===== config.mk =====
export PLATFORM = sky130hd
export DESIGN_NAME = chain_sum_top
export DESIGN_NICKNAME = d
export VERILOG_FILES = /design/src/chain_sum_pkg.sv /design/src/sum_ctrl_if.sv /design/src/chain_sum_top.sv /design/src/ripple_adder.sv /design/src/sum_controller.sv /design/src/sum_datapath.sv
export SDC_FILE = /design/constraint.sdc
export NUM_CORES = 1
export LEC_CHECK = 0
export ABC_AREA = 1
export BUFFER_PORTS_ARGS = -buffer_cell sky130_fd_sc_hd__buf_4
export CORE_MARGIN = 3
export CORE_UTILIZATION = 25
export CTS_BUF_LIST = sky130_fd_sc_hd__clkbuf_8
export DETAILED_ROUTE_END_ITERATION = 8
export PLACE_DENSITY = 0.46
export SLEW_MARGIN = 5
export SYNTH_ARGS = -nofsm -noshare
export SYNTH_HDL_FRONTEND = slang
export SYNTH_SLANG_ARGS = --single-unit

===== constraint.sdc =====
create_clock -name clk -period 8.6 [get_ports clk]
set_clock_uncertainty 0.2 [all_clocks]
set_input_delay 1.72 -clock clk [delete_from_list [all_inputs] [get_ports clk]]
set_output_delay 1.72 -clock clk [all_outputs]
set_load 0.005 [all_outputs]

===== src/chain_sum_pkg.sv =====
package chain_sum_pkg;

    //////////////////////////////////////////////////
    // tree shape
    //////////////////////////////////////////////////

    localparam int OPERAND_COUNT = 8;
    localparam int TREE_LEVELS = 3;           // log2 of OPERAND_COUNT

    localparam int DEFAULT_OPERAND_WIDTH = 4;

    //////////////////////////////////////////////////
    // controller and adder select encodings
    //////////////////////////////////////////////////

    typedef enum logic [2:0] {
        st_idle,
        st_load,
        st_calc_1,
        st_calc_2,
        st_calc_3,
        st_done
    } sum_state_e;

    // inputs of the two shared adders
    typedef enum logic [1:0] {
        sel_operand,
        sel_level_1,
        sel_level_2
    } adder_sel_e;

endpackage


===== src/sum_ctrl_if.sv =====
interface sum_ctrl_if import chain_sum_pkg::*; ();

    logic       load_ops;      // operand bank capture
    logic       load_level_1;  // four level-one partial sums
    logic       load_level_2;  // two level-two partial sums
    logic       load_sum;      // final sum register
    adder_sel_e adder_sel;

    modport ctrl (
        output load_ops,
        output load_level_1,
        output load_level_2,
        output load_sum,
        output adder_sel
    );

    modport data (
        input load_ops,
        input load_level_1,
        input load_level_2,
        input load_sum,
        input adder_sel
    );

endinterface


===== src/chain_sum_top.sv =====
module chain_sum_top import chain_sum_pkg::*; #(
    parameter int OPERAND_WIDTH = DEFAULT_OPERAND_WIDTH
) (
    input  logic                                   clk,
    input  logic                                   reset,
    input  logic                                   in_valid,
    input  logic [OPERAND_COUNT*OPERAND_WIDTH-1:0] operands,  // operand 0 in low bits
    output logic [OPERAND_WIDTH+TREE_LEVELS-1:0]   sum,
    output logic                                   sum_valid
);

    // in_valid must stay low during the calc stages, no back-pressure

    sum_ctrl_if ctrl_bus ();

    //////////////////////////////////////////////////
    // controller
    //////////////////////////////////////////////////

    sum_controller controller_i (
        .clk       (clk),
        .reset     (reset),
        .in_valid  (in_valid),
        .ctrl      (ctrl_bus.ctrl),
        .sum_valid (sum_valid)
    );

    //////////////////////////////////////////////////
    // datapath
    //////////////////////////////////////////////////

    sum_datapath #(
        .OPERAND_WIDTH (OPERAND_WIDTH)
    ) datapath_i (
        .clk      (clk),
        .reset    (reset),
        .operands (operands),
        .ctrl     (ctrl_bus.data),
        .sum      (sum)
    );

endmodule


===== src/ripple_adder.sv =====
module ripple_adder #(
    parameter int WIDTH = 4
) (
    input  logic [WIDTH-1:0] a,
    input  logic [WIDTH-1:0] b,
    output logic [WIDTH:0]   sum
);

    logic [WIDTH:0] carry;

    assign carry[0] = 1'b0;  // no carry in

    //////////////////////////////////////////////////
    // full adder chain
    //////////////////////////////////////////////////

    for (genvar i = 0; i < WIDTH; i++) begin : g_bit
        assign sum[i] = a[i] ^ b[i] ^ carry[i];
        assign carry[i+1] = (a[i] & b[i])
                          | (a[i] & carry[i])
                          | (b[i] & carry[i]);
    end

    assign sum[WIDTH] = carry[WIDTH];

endmodule


===== src/sum_controller.sv =====
module sum_controller import chain_sum_pkg::*; (
    input  logic     clk,
    input  logic     reset,
    input  logic     in_valid,
    sum_ctrl_if.ctrl ctrl,
    output logic     sum_valid
);

    sum_state_e state;
    sum_state_e state_next;

    //////////////////////////////////////////////////
    // state register
    //////////////////////////////////////////////////

    always_ff @(posedge clk) begin
        if (reset) begin
            state <= st_idle;
        end else begin
            state <= state_next;
        end
    end

    always_comb begin
        state_next = state;
        case (state)
            st_idle: begin
                if (in_valid) begin
                    state_next = st_load;
                end
            end
            st_load: begin
                if (!in_valid) begin
                    state_next = st_calc_1;  // last capture was on this edge's predecessor
                end
            end
            st_calc_1: begin
                state_next = st_calc_2;
            end
            st_calc_2: begin
                state_next = st_calc_3;
            end
            st_calc_3: begin
                state_next = st_done;
            end
            st_done: begin
                if (in_valid) begin
                    state_next = st_load;    // next job
                end
            end
            default: begin
                state_next = st_idle;
            end
        endcase
    end

    //////////////////////////////////////////////////
    // enable and select decode
    //////////////////////////////////////////////////

    always_comb begin
        ctrl.load_ops     = 1'b0;
        ctrl.load_level_1 = 1'b0;
        ctrl.load_level_2 = 1'b0;
        ctrl.load_sum     = 1'b0;
        ctrl.adder_sel    = sel_operand;
        sum_valid         = 1'b0;
        case (state)
            st_idle, st_load: begin
                ctrl.load_ops = in_valid;
            end
            st_calc_1: begin
                ctrl.load_level_1 = 1'b1;      // operands 0..3 through shared adders
                ctrl.adder_sel    = sel_operand;
            end
            st_calc_2: begin
                ctrl.load_level_2 = 1'b1;
                ctrl.adder_sel    = sel_level_1;
            end
            st_calc_3: begin
                ctrl.load_sum  = 1'b1;
                ctrl.adder_sel = sel_level_2;
            end
            st_done: begin
                ctrl.load_ops = in_valid;
                sum_valid     = 1'b1;
            end
            default: begin
                ctrl.load_ops = 1'b0;
            end
        endcase
    end

    //////////////////////////////////////////////////
    // checks
    //////////////////////////////////////////////////

    // shared adders can feed only one level per cycle
    a_level_loads_exclusive: assert property (@(posedge clk) disable iff (reset)
        $onehot0({ctrl.load_level_1, ctrl.load_level_2, ctrl.load_sum}));

    // valid only in st_done, and only once the sum register has been written
    a_valid_after_sum: assert property (@(posedge clk) disable iff (reset)
        sum_valid |-> (state == st_done) && ($past(ctrl.load_sum) || $past(sum_valid)));

endmodule


===== src/sum_datapath.sv =====
module sum_datapath import chain_sum_pkg::*; #(
    parameter int OPERAND_WIDTH = DEFAULT_OPERAND_WIDTH
) (
    input  logic                                   clk,
    input  logic                                   reset,
    input  logic [OPERAND_COUNT*OPERAND_WIDTH-1:0] operands,
    sum_ctrl_if.data                               ctrl,
    output logic [OPERAND_WIDTH+TREE_LEVELS-1:0]   sum
);

    localparam int SUM_WIDTH = OPERAND_WIDTH + TREE_LEVELS;
    localparam int LEVEL_1_COUNT = OPERAND_COUNT / 2;
    localparam int LEVEL_2_COUNT = OPERAND_COUNT / 4;

    logic [OPERAND_WIDTH-1:0] op_q      [OPERAND_COUNT];
    logic [SUM_WIDTH-1:0]     level_1_q [LEVEL_1_COUNT];
    logic [SUM_WIDTH-1:0]     level_2_q [LEVEL_2_COUNT];
    logic [SUM_WIDTH-1:0]     sum_q;

    logic [SUM_WIDTH-1:0]     shared_a   [2];
    logic [SUM_WIDTH-1:0]     shared_b   [2];
    logic [SUM_WIDTH:0]       shared_sum [2];
    logic [OPERAND_WIDTH:0]   fixed_sum  [2];   // operands 4+5 and 6+7

    //////////////////////////////////////////////////
    // shared adder operand select
    //////////////////////////////////////////////////

    always_comb begin
        shared_a[0] = '0;
        shared_b[0] = '0;
        shared_a[1] = '0;
        shared_b[1] = '0;
        case (ctrl.adder_sel)
            sel_operand: begin
                shared_a[0] = SUM_WIDTH'(op_q[0]);
                shared_b[0] = SUM_WIDTH'(op_q[1]);
                shared_a[1] = SUM_WIDTH'(op_q[2]);
                shared_b[1] = SUM_WIDTH'(op_q[3]);
            end
            sel_level_1: begin
                shared_a[0] = level_1_q[0];
                shared_b[0] = level_1_q[1];
                shared_a[1] = level_1_q[2];
                shared_b[1] = level_1_q[3];
            end
            sel_level_2: begin
                shared_a[0] = level_2_q[0];  // second adder idles here
                shared_b[0] = level_2_q[1];
            end
            default: begin
                shared_a[0] = '0;
            end
        endcase
    end

    for (genvar i = 0; i < 2; i++) begin : g_shared
        ripple_adder #(.WIDTH(SUM_WIDTH)) adder_i (
            .a   (shared_a[i]),
            .b   (shared_b[i]),
            .sum (shared_sum[i])
        );
    end

    for (genvar i = 0; i < 2; i++) begin : g_fixed
        ripple_adder #(.WIDTH(OPERAND_WIDTH)) adder_i (
            .a   (op_q[4 + 2*i]),
            .b   (op_q[5 + 2*i]),
            .sum (fixed_sum[i])
        );
    end

    //////////////////////////////////////////////////
    // operand bank and partial sums
    //////////////////////////////////////////////////

    always_ff @(posedge clk) begin
        if (reset) begin
            for (int i = 0; i < OPERAND_COUNT; i++) begin
                op_q[i] <= '0;
            end
            for (int i = 0; i < LEVEL_1_COUNT; i++) begin
                level_1_q[i] <= '0;
            end
            for (int i = 0; i < LEVEL_2_COUNT; i++) begin
                level_2_q[i] <= '0;
            end
            sum_q <= '0;
        end else begin
            if (ctrl.load_ops) begin
                for (int i = 0; i < OPERAND_COUNT; i++) begin
                    op_q[i] <= operands[i*OPERAND_WIDTH +: OPERAND_WIDTH];
                end
            end
            if (ctrl.load_level_1) begin
                level_1_q[0] <= shared_sum[0][SUM_WIDTH-1:0];
                level_1_q[1] <= shared_sum[1][SUM_WIDTH-1:0];
                level_1_q[2] <= SUM_WIDTH'(fixed_sum[0]);
                level_1_q[3] <= SUM_WIDTH'(fixed_sum[1]);
            end
            if (ctrl.load_level_2) begin
                level_2_q[0] <= shared_sum[0][SUM_WIDTH-1:0];
                level_2_q[1] <= shared_sum[1][SUM_WIDTH-1:0];
            end
            if (ctrl.load_sum) begin
                sum_q <= shared_sum[0][SUM_WIDTH-1:0];  // carry out never set
            end
        end
    end

    assign sum = sum_q;

    // select from the controller must be a legal encoding whenever anything loads
    a_sel_legal: assert property (@(posedge clk) disable iff (reset)
        (ctrl.load_ops || ctrl.load_level_1 || ctrl.load_level_2 || ctrl.load_sum)
            |-> ctrl.adder_sel inside {sel_operand, sel_level_1, sel_level_2});

endmodule


* Yosys cells after proc, flatten, opt, wreduce, memory -nomap -nowiden
Memory sizes are Yosys's and may differ from the RTL's.
Index checks and enable logic that the tools add are counted.
** Word-level totals
- RAM bits :: 74
- Memories :: 3
- Input bits :: 35
- Output and inout bits :: 8
- Register bits :: 10
** Cells by class
- Reductions and logical operators :: 5
- Bitwise gates (word level) :: 138
- Mux-type cells :: 38
- Eq/ne operators :: 9
** Memories
- datapath_i.op_q :: words 8, bits a word 4, rd ports 8, clocked after Yosys merged registers in 0, wr ports 8, RTL line sum_datapath.sv:15 : logic [OPERAND_WIDTH-1:0] op_q [OPERAND_COUNT];
- datapath_i.level_1_q :: words 4, bits a word 7, rd ports 4, clocked after Yosys merged registers in 0, wr ports 4, RTL line sum_datapath.sv:16 : logic [SUM_WIDTH-1:0] level_1_q [LEVEL_1_COUNT];
- datapath_i.level_2_q :: words 2, bits a word 7, rd ports 2, clocked after Yosys merged registers in 0, wr ports 2, RTL line sum_datapath.sv:17 : logic [SUM_WIDTH-1:0] level_2_q [LEVEL_2_COUNT];
** Operator list (number)
- 1-bit bitwise AND :: 52
- 1-bit OR :: 46
- 7-bit two-way mux :: 6
- 7-bit case mux with 3 select lines :: 2
- 1-bit XOR :: 40
- 4-bit two-way mux :: 8
- 7-bit case mux with 2 select lines :: 2
- 1-bit two-way mux :: 16
- 3-bit case mux with 5 select lines :: 1
- 3-bit by 2-bit equality test with 1-bit output (second input constant) :: 2
- 3-bit equality test (second input constant) :: 2
- 3-bit two-way mux :: 2
- 2-bit case mux with 2 select lines :: 1
- 3-bit by 1-bit equality test with 1-bit output (second input constant) :: 1
- 3-bit logical NOT :: 1
- 3-bit OR reduction :: 1
- 2-bit by 1-bit equality test with 1-bit output (second input constant) :: 1
- 2-bit equality test (second input constant) :: 1
- 2-bit logical NOT :: 1
- 2-bit by 1-bit != test with 1-bit output (second input constant) :: 1
- 2-bit != test (second input constant) :: 1
- 2-bit AND reduction :: 1
- 2-bit OR reduction :: 1

* Logic depth before layout (Yosys ltp)
Gate-level depths: netlist of run 1.
- Depth after elaboration :: 22
- Gate-level depth with buffers :: 20

* Hierarchy
Synthesis of run 1 repeated with hierarchy kept, for this count alone.
** Second synthesis, totals
- Cells, all modules :: 406
- Area total of the unflattened synthesis :: 3961.3 um^2
** Modules (own cells, without submodules)
- sum_datapath :: instances 1, cells each 334, area an instance 3289.4 um^2
- ripple_adder at datapath_i.g_shared[0].adder_i ... :: instances 2, cells each 12, area an instance 151.4 um^2
- sum_controller :: instances 1, cells each 30, area an instance 186.4 um^2
- ripple_adder at datapath_i.g_fixed[0].adder_i ... :: instances 2, cells each 9, area an instance 91.3 um^2

* Worst setup path before layout of run 1
No wires, ideal clock.
- Path type :: register to register
- Start point :: reg controller_i.state[1]
- End point :: mem datapath_i.level_1_q[0][6] (netlist name) (data pin)
- Required time :: 8140 ps
- Stages on the path, launching flop included :: 18
- Path slack :: 5064 ps
- Arrival time :: 3077 ps
- Cell sequence :: dfxtp_1 > buf_2 > nor3_4 > nor2_4 > buf_6 > nand2_1 > nand3_1 > ha_1 > inv_1 > fa_1 > fa_1 > inv_1 > fa_1 > fa_1 > fa_1 > nand3_1 > and2_1 > nor2_1
** RTL lines
- from (decl) :: RTL line sum_controller.sv:9 : sum_state_e state;
- from (signal assigned) :: RTL line sum_controller.sv:18 : state <= st_idle;
- from (signal assigned) :: RTL line sum_controller.sv:20 : state <= state_next;
- to (decl) :: RTL line sum_datapath.sv:16

==> impl_metrics.toml, run 1 <==
[synth]
post_synth_instance_area_mm2 = 0.00363
ys_ff_latch = 78
syn-num-nets = 385
ys_top_cells_by_count = "nor2_1 (73), edfxtp_1 (68), inv_1 (61), nand2_1 (36), fa_1 (15)"
synthArstFlopShare_pct = 0
yosysWarnings = 0
synth_most_common_cell = "nor2_1"
synth_largest_area_cell = "edfxtp_1"
synth.avg_cell_area_um2 = 11.0
ys_types = 25
synth_area_leaders = "edfxtp_1 (56%), fa_1 (8.3%), nor2_1 (7.5%)"
synth_seq_area_share_pct = 61.8
synth_edf_count = 68
syn_inst = 331
synthFlopType = "edfxtp_1"
yosys.area.top_type_share_pct = 56.2

[cells_and_area]
seq_area_mm2 = 0.00224
antenna_cells = 0
fillers = 1469
syn2layout_area_growth_pct = 19.6
multi_input_area_mm2 = 0.00109
final_layout_size_suffix_gt1_share_pct = 17.4
final_nets = 428

[place]
dp_hpwl_um = 4660
portBuffers = 42
routabilityCongestion = 0.765

[power_and_ir_drop]
p_leak_uw = 0.00191
peakVddDrop_uv = 106
power.density_mw_per_mm2 = 191
power.total_uw = 829

[floorplan]
fp.dieW_um = 127
rows = 43
dieHeight_um = 127
initial_utilization_pct = 25.9
die_area_mm2 = 0.0160
io_pins = 43
core_mm2 = 0.0140

[setup_path]
worst-path-buf-inv = 3
slowest_delay_ns = 0.63
path_class = "flop to flop"
endpoint_kind = "flop"
crit_arrival_ns = 4.18
crit_family = "adder cells"
crit_top_cell = "fa_1"
crit_chain = "nand3_1, inv_1, nor2_4, nand2_1, nand3_1, ha_1, inv_1, fa_1, fa_1, inv_1, fa_1, fa_1, fa_1, nand3_1, and2_1, nor2_1"
start_kind = "flop"
required_ns = 8.48
path_max_fanout = 24
slowest_stage = "inv_1"

[routing]
drtAntennaViolNets = 0
via_count = 2234
wirelength_um = 6870
drc = 0
first_pass_iters = 4
via_per_inst = 4.00
drtIter0Drc = 121
wire_per_inst_um = 12.3

[clocking]
post_cts_buffers = 0
clock_latency_ns = 0.35
cts_hold_buf = 0
cts_buffer_depth = 2
htreeDepth = 3
ctsResizeCount = 0
cts_buffers = 9
clock-sinks = 78
cts-root-buf = "clkbuf_8"
path_clk_slew_ns = 0.08
cts_tree = "done"

[min_path]
hold_class = "flop to flop"

[sta]
min_period_over_period_pct = 50.0
worst_slew_pin_slew_ns = 0.896
tns_ns = 0
final_max_slew_viol_count = 0
setup_viol = 0
timing_hold_violations_final = 0
rsz0062_at_grt = "no"
max-slew-margin-rel_pct = 40.1
fmax_mhz = 233
period_needed_ns = 4.30

[global_route]
grt_pass1_wl_um = 11900
overflow = 0
antenna_found_initial = 0
grtUsageTotal_pct = 9.39
grt_max_degree = 33
grt_pass1_vias = 2468

[status]
status = "finished, final reports clean"

[flow_run]
maxCapViolations = 0
-- state kept, by name (all words and copies together), names as in the netlist --
| register | cells |
|---|---|
| controller_i.state | 3 |
| datapath_i.level_1_q | 23 |
| datapath_i.level_2_q | 13 |
| datapath_i.op_q | 32 |
| datapath_i.sum | 7 |
-- kinds of logic (layout without fill, tap and decap cells) --
| group | Yosys count | after routing | synth area share, % |
|---|---|---|---|
| buffers and inverters | 76 | 124 | 8.44 |
| AO/OA/AOI/OAI | 34 | 34 | 6.20 |
| AND/OR/NAND/NOR | 124 | 124 | 14.0 |
| adder cells (fa/ha/maj) | 19 | 19 | 9.65 |
| flip-flops | 78 | 78 | 61.8 |
-- worst paths after layout --
kind,start,endpoint,slack (ns),cells past startpoint
max,controller_i.state[1],datapath_i.level_2_q[0][6],4.30,16
min,datapath_i.sum[4],datapath_i.sum[4],0.35,2
min reg2reg,datapath_i.sum[4],datapath_i.sum[4],0.35,2
max reg2reg,controller_i.state[1],datapath_i.level_2_q[0][6],4.30,16
-- cells in the final DEF (no fill, tap or decap), drive strengths merged, types with 2 or more instances in the layout --
| master | n |
|---|---|
| nand4 | 2 |
| o21ai | 8 |
| clkinv | 2 |
| nor2 | 74 |
| ha | 4 |
| inv | 65 |
| nor3 | 2 |
| fa | 15 |
| nand2 | 36 |
| nand3 | 8 |
| buf | 45 |
| bufinv | 2 |
| a22o | 12 |
| dfxtp | 10 |
| edfxtp | 68 |
| clkbuf | 10 |
| a21oi | 12 |
-- layer usage --
layer / vias up / wire [um] / GRT usage, % / part of all wire [%]
met2: 40 / 3330 / 15.6 / 49
met5: - / 0 / 0 / 0
met3: 4 / 297 / 3.45 / 4.3
li1: 1144 / - / - / -
met4: 0 / 40 / 2.08 / 0.58
met1: 1046 / 3200 / 11.7 / 47
-- worst reg2reg max path, cell delays in order, from the launching register on --
cell and delay, ns:
dfxtp_1 0.55, nand3_1 0.15, inv_1 0.63, nor2_4 0.22, nand2_1 0.12, nand3_1 0.07, ha_1 0.19, inv_1 0.06
fa_1 0.17, fa_1 0.16, inv_1 0.05, fa_1 0.38, fa_1 0.40, fa_1 0.39, nand3_1 0.11, and2_1 0.14
nor2_1 0.04
-- cell type report --
| cell class | instances | share of cell area [%] |
|---|---|---|
| Timing Repair Buffer | 45 | 7.78 |
| Inverter | 63 | 5.45 |
| Tap cell | 180 | 5.19 |
| Multi-Input combinational cell | 177 | 25.0 |
| Clock buffer | 10 | 3.17 |
| Clock inverter | 6 | 1.79 |
| Sequential cell | 78 | 51.6 |
-- metrics by stage --
| stage | util, % | worst slack, ns | std cells | hold WS (ns) | area, um2 |
|---|---|---|---|---|---|
| after floorplan | - | 5.06 | 331 | 0.310 | 3630 |
| after global placement | 29.4 | 4.35 | 543 | 0.327 | 4130 |
| after detailed placement | 29.4 | 4.29 | 543 | 0.329 | 4130 |
| after CTS | 30.9 | 4.28 | 559 | 0.352 | 4340 |
| after global routing | 30.9 | 3.92 | 559 | 0.380 | 4340 |
| final | 30.9 | 4.30 | 559 | 0.355 | 4340 |
-- where the power goes --
group / total [uW] / switching [uW] / leakage, uW / internal, uW
sequential: 449 / 10.5 / 0.000803 / 438
combinational: 82.9 / 49.4 / 0.000991 / 33.4
clock: 297 / 129 / 0.000119 / 168
Power figures use the tool's default switching activity.
==> inputs of run 2 (changes only) <==
--- a/config.mk
+++ b/config.mk
@@ -11,7 +11,7 @@
 export CORE_UTILIZATION = 25
 export CTS_BUF_LIST = sky130_fd_sc_hd__clkbuf_8
 export DETAILED_ROUTE_END_ITERATION = 8
-export PLACE_DENSITY = 0.46
+export PLACE_DENSITY = 0.47
 export SLEW_MARGIN = 5
 export SYNTH_ARGS = -nofsm -noshare
 export SYNTH_HDL_FRONTEND = slang
==> constraint.sdc (replaced) <==
create_clock -name clk -period 3.93 [get_ports clk]
set_clock_uncertainty 0.2 [all_clocks]
set_input_delay 0.786 -clock clk [delete_from_list [all_inputs] [get_ports clk]]
set_output_delay 0.786 -clock clk [all_outputs]
set_load 0.005 [all_outputs]
==> run 2 against run 1 <==
Net effect: sequential share of layout area fell by 0.37 points; count of clock-buffer cells in the layout fell by 1; fmax rose by 19%; via count rose by 4.2%; non-clock buffer count rose by 2; critical path type unchanged; largest cell class unchanged; global-route usage rose by 0.25 points; cell count rose by 0.36%; die area did not move; combinational power rose by 120%; sequential cell count did not move; highest routed layer unchanged; design area rose by 0.84%.
==> impl_metrics.toml, run 2 (synthesis gave the netlist of run 1 again) <==
[routing]
via_per_inst = 4.15
drtIter0Drc = 150
first_pass_iters = 6
wirelength_um = 7130
via_count = 2327
wire_per_inst_um = 12.7
drtAntennaViolNets = 0
drc = 0

[cells_and_area]
final_common_cell = "nor2_1"
largest_reg_flops = 32
reg_top3 = "datapath_i.op_q (32), datapath_i.level_1_q (23), datapath_i.level_2_q (13)"
fin_area_mm2 = 0.00438
final_cells = 561
antenna_cells = 0
final_nets = 430
syn2layout_area_growth_pct = 20.6
final_layout_size_suffix_gt1_share_pct = 18.6
top_register = "datapath_i.op_q"
layout_common_cells = "nor2_1 (73), edfxtp_1 (68), inv_1 (61)"

[place]
place_ws_ns = 0.196
routabilityCongestion = 0.801
dp.cells = 545
portBuffers = 42
postPlaceCellArea_mm2 = 0.00416
dp_hpwl_um = 4790

[setup_path]
endpoint_kind = "flop"
timing.rr.start = "controller_i.state[0]"
start_kind = "flop"
crit_chain = "nand3_1, inv_1, nor2_4, nand2_1, nand3_1, ha_1, inv_1, fa_1, fa_1, inv_1, fa_1, fa_1, fa_1, nand3_1, and2_1, nor2_1"
cp-startpoint = "controller_i.state[0]"
r2r_setup_slack_ns = 0.33
crit_family = "adder cells"
path_class = "flop to flop"
slowest_stage = "dfxtp_1"
reg2reg_to = "datapath_i.level_2_q[0][6]"
worstSetupPathDepth = 16
worst-path-buf-inv = 3
crit_arrival_ns = 3.49
path_max_fanout = 9
setup.worst_path.end = "datapath_i.level_2_q[0][6]"
required_ns = 3.83
crit_top_cell = "fa_1"
slowest_delay_ns = 0.47
worstRegToRegCells = 16

[status]
status = "finished, final reports clean"

[global_route]
grt_pass1_wl_um = 11800
grtUsageTotal_pct = 9.63
grt_pass1_vias = 2347
overflow = 0
grt_max_degree = 33
antenna_found_initial = 0

[clocking]
htreeDepth = 3
clock-sinks = 78
cts_buffers = 9
post_cts_buffers = 0
cts-root-buf = "clkbuf_8"
cts_buffer_depth = 2
path_clk_slew_ns = 0.08
cts_tree = "done"
clock_latency_ns = 0.36

[sta]
final_max_slew_viol_count = 0
min_period_over_period_pct = 91.5
worst_slew_pin_slew_ns = 0.867
period_needed_ns = 3.60
setup_viol = 0
fmax_mhz = 278
timing_hold_violations_final = 0
rsz0062_at_grt = "no"
layout_setup_ws_ns = 0.332
tns_ns = 0
max-slew-margin-rel_pct = 42.1

[min_path]
holdPathStages = 2
hold_class = "flop to flop"

[power_and_ir_drop]
peakVddDrop_uv = 179
power.density_mw_per_mm2 = 420
p_leak_uw = 0.00191

[floorplan]
rows = 43
fp.dieW_um = 127
core_mm2 = 0.0140
io_pins = 43
die_area_mm2 = 0.0160
initial_utilization_pct = 25.9
dieHeight_um = 127

[flow_run]
maxCapViolations = 0
[run 2: changes by cell type in the layout (fill, tap and decap cells not counted), sizes merged]
cell      previous run  this run
inv                 65        64
clkbuf              10         9
clkinv               2         3
clkinvlp             0         1
buf                 45        47
[run 2: tightest hold or removal path, delay by kind of cell, from the launching register on]
| kind | cells | cell delay, ns |
|---|---|---|
| flip-flops | 1 | 0.32 |
| AO/OA/AOI/OAI | 2 | 0.18 |
[run 2: stage by stage]
step	power, uW	hold WS (ns)	util (%)
2_1_floorplan	1110	0.310	-
3_3_place_gp	1190	0.314	29.6
3_5_place_dp	1190	0.326	29.6
4_1_cts	1880	0.345	31.2
5_1_grt	1940	0.363	31.2
6_report	1840	0.339	31.2
[run 2: worst min-delay path by stage]
stage,start,to,slack (ns)
2_1_floorplan,datapath_i.sum[0],datapath_i.sum[0],0.31
3_3_place_gp,datapath_i.sum[0],datapath_i.sum[0],0.31
3_5_place_dp,datapath_i.sum[0],datapath_i.sum[0],0.33
4_1_cts,datapath_i.sum[0],datapath_i.sum[0],0.35
5_1_grt,datapath_i.sum[0],datapath_i.sum[0],0.36
6_report,datapath_i.sum[0],datapath_i.sum[0],0.34
[run 2: power by group]
group | switching [uW] | internal [uW] | total [uW]
Combinational | 110 | 74.7 | 185
Clock | 315 | 360 | 675
Sequential | 22.5 | 958 | 981
Total | 447 | 1390 | 1840
[run 2: final cells by class]
type	instances	area [um2]
Clock inverter	7	97.6
Inverter	63	236
Fill cell	1468	9660
Multi-Input combinational cell	177	1090
Tap cell	180	225
Timing Repair Buffer	47	365
Sequential cell	78	2240
Clock buffer	9	124
[run 2: layer usage]
layer  up-vias  GRT usage, %  routed length (um)  share of wire [%]
met2        57          15.0                3320                 47
met3        10          3.37                 388                5.4
li1       1148             -                   -                  -
met5         -             0                   0                  0
met4         0          3.22                 104                1.5
met1      1112          12.6                3320                 47
[run 2: repair_timing]
action / 4_1_cts / 5_1_grt
endpoints found under the setup margin: 0 / 2
hold buffers: 0 / 0
resized for setup: 0 / 2
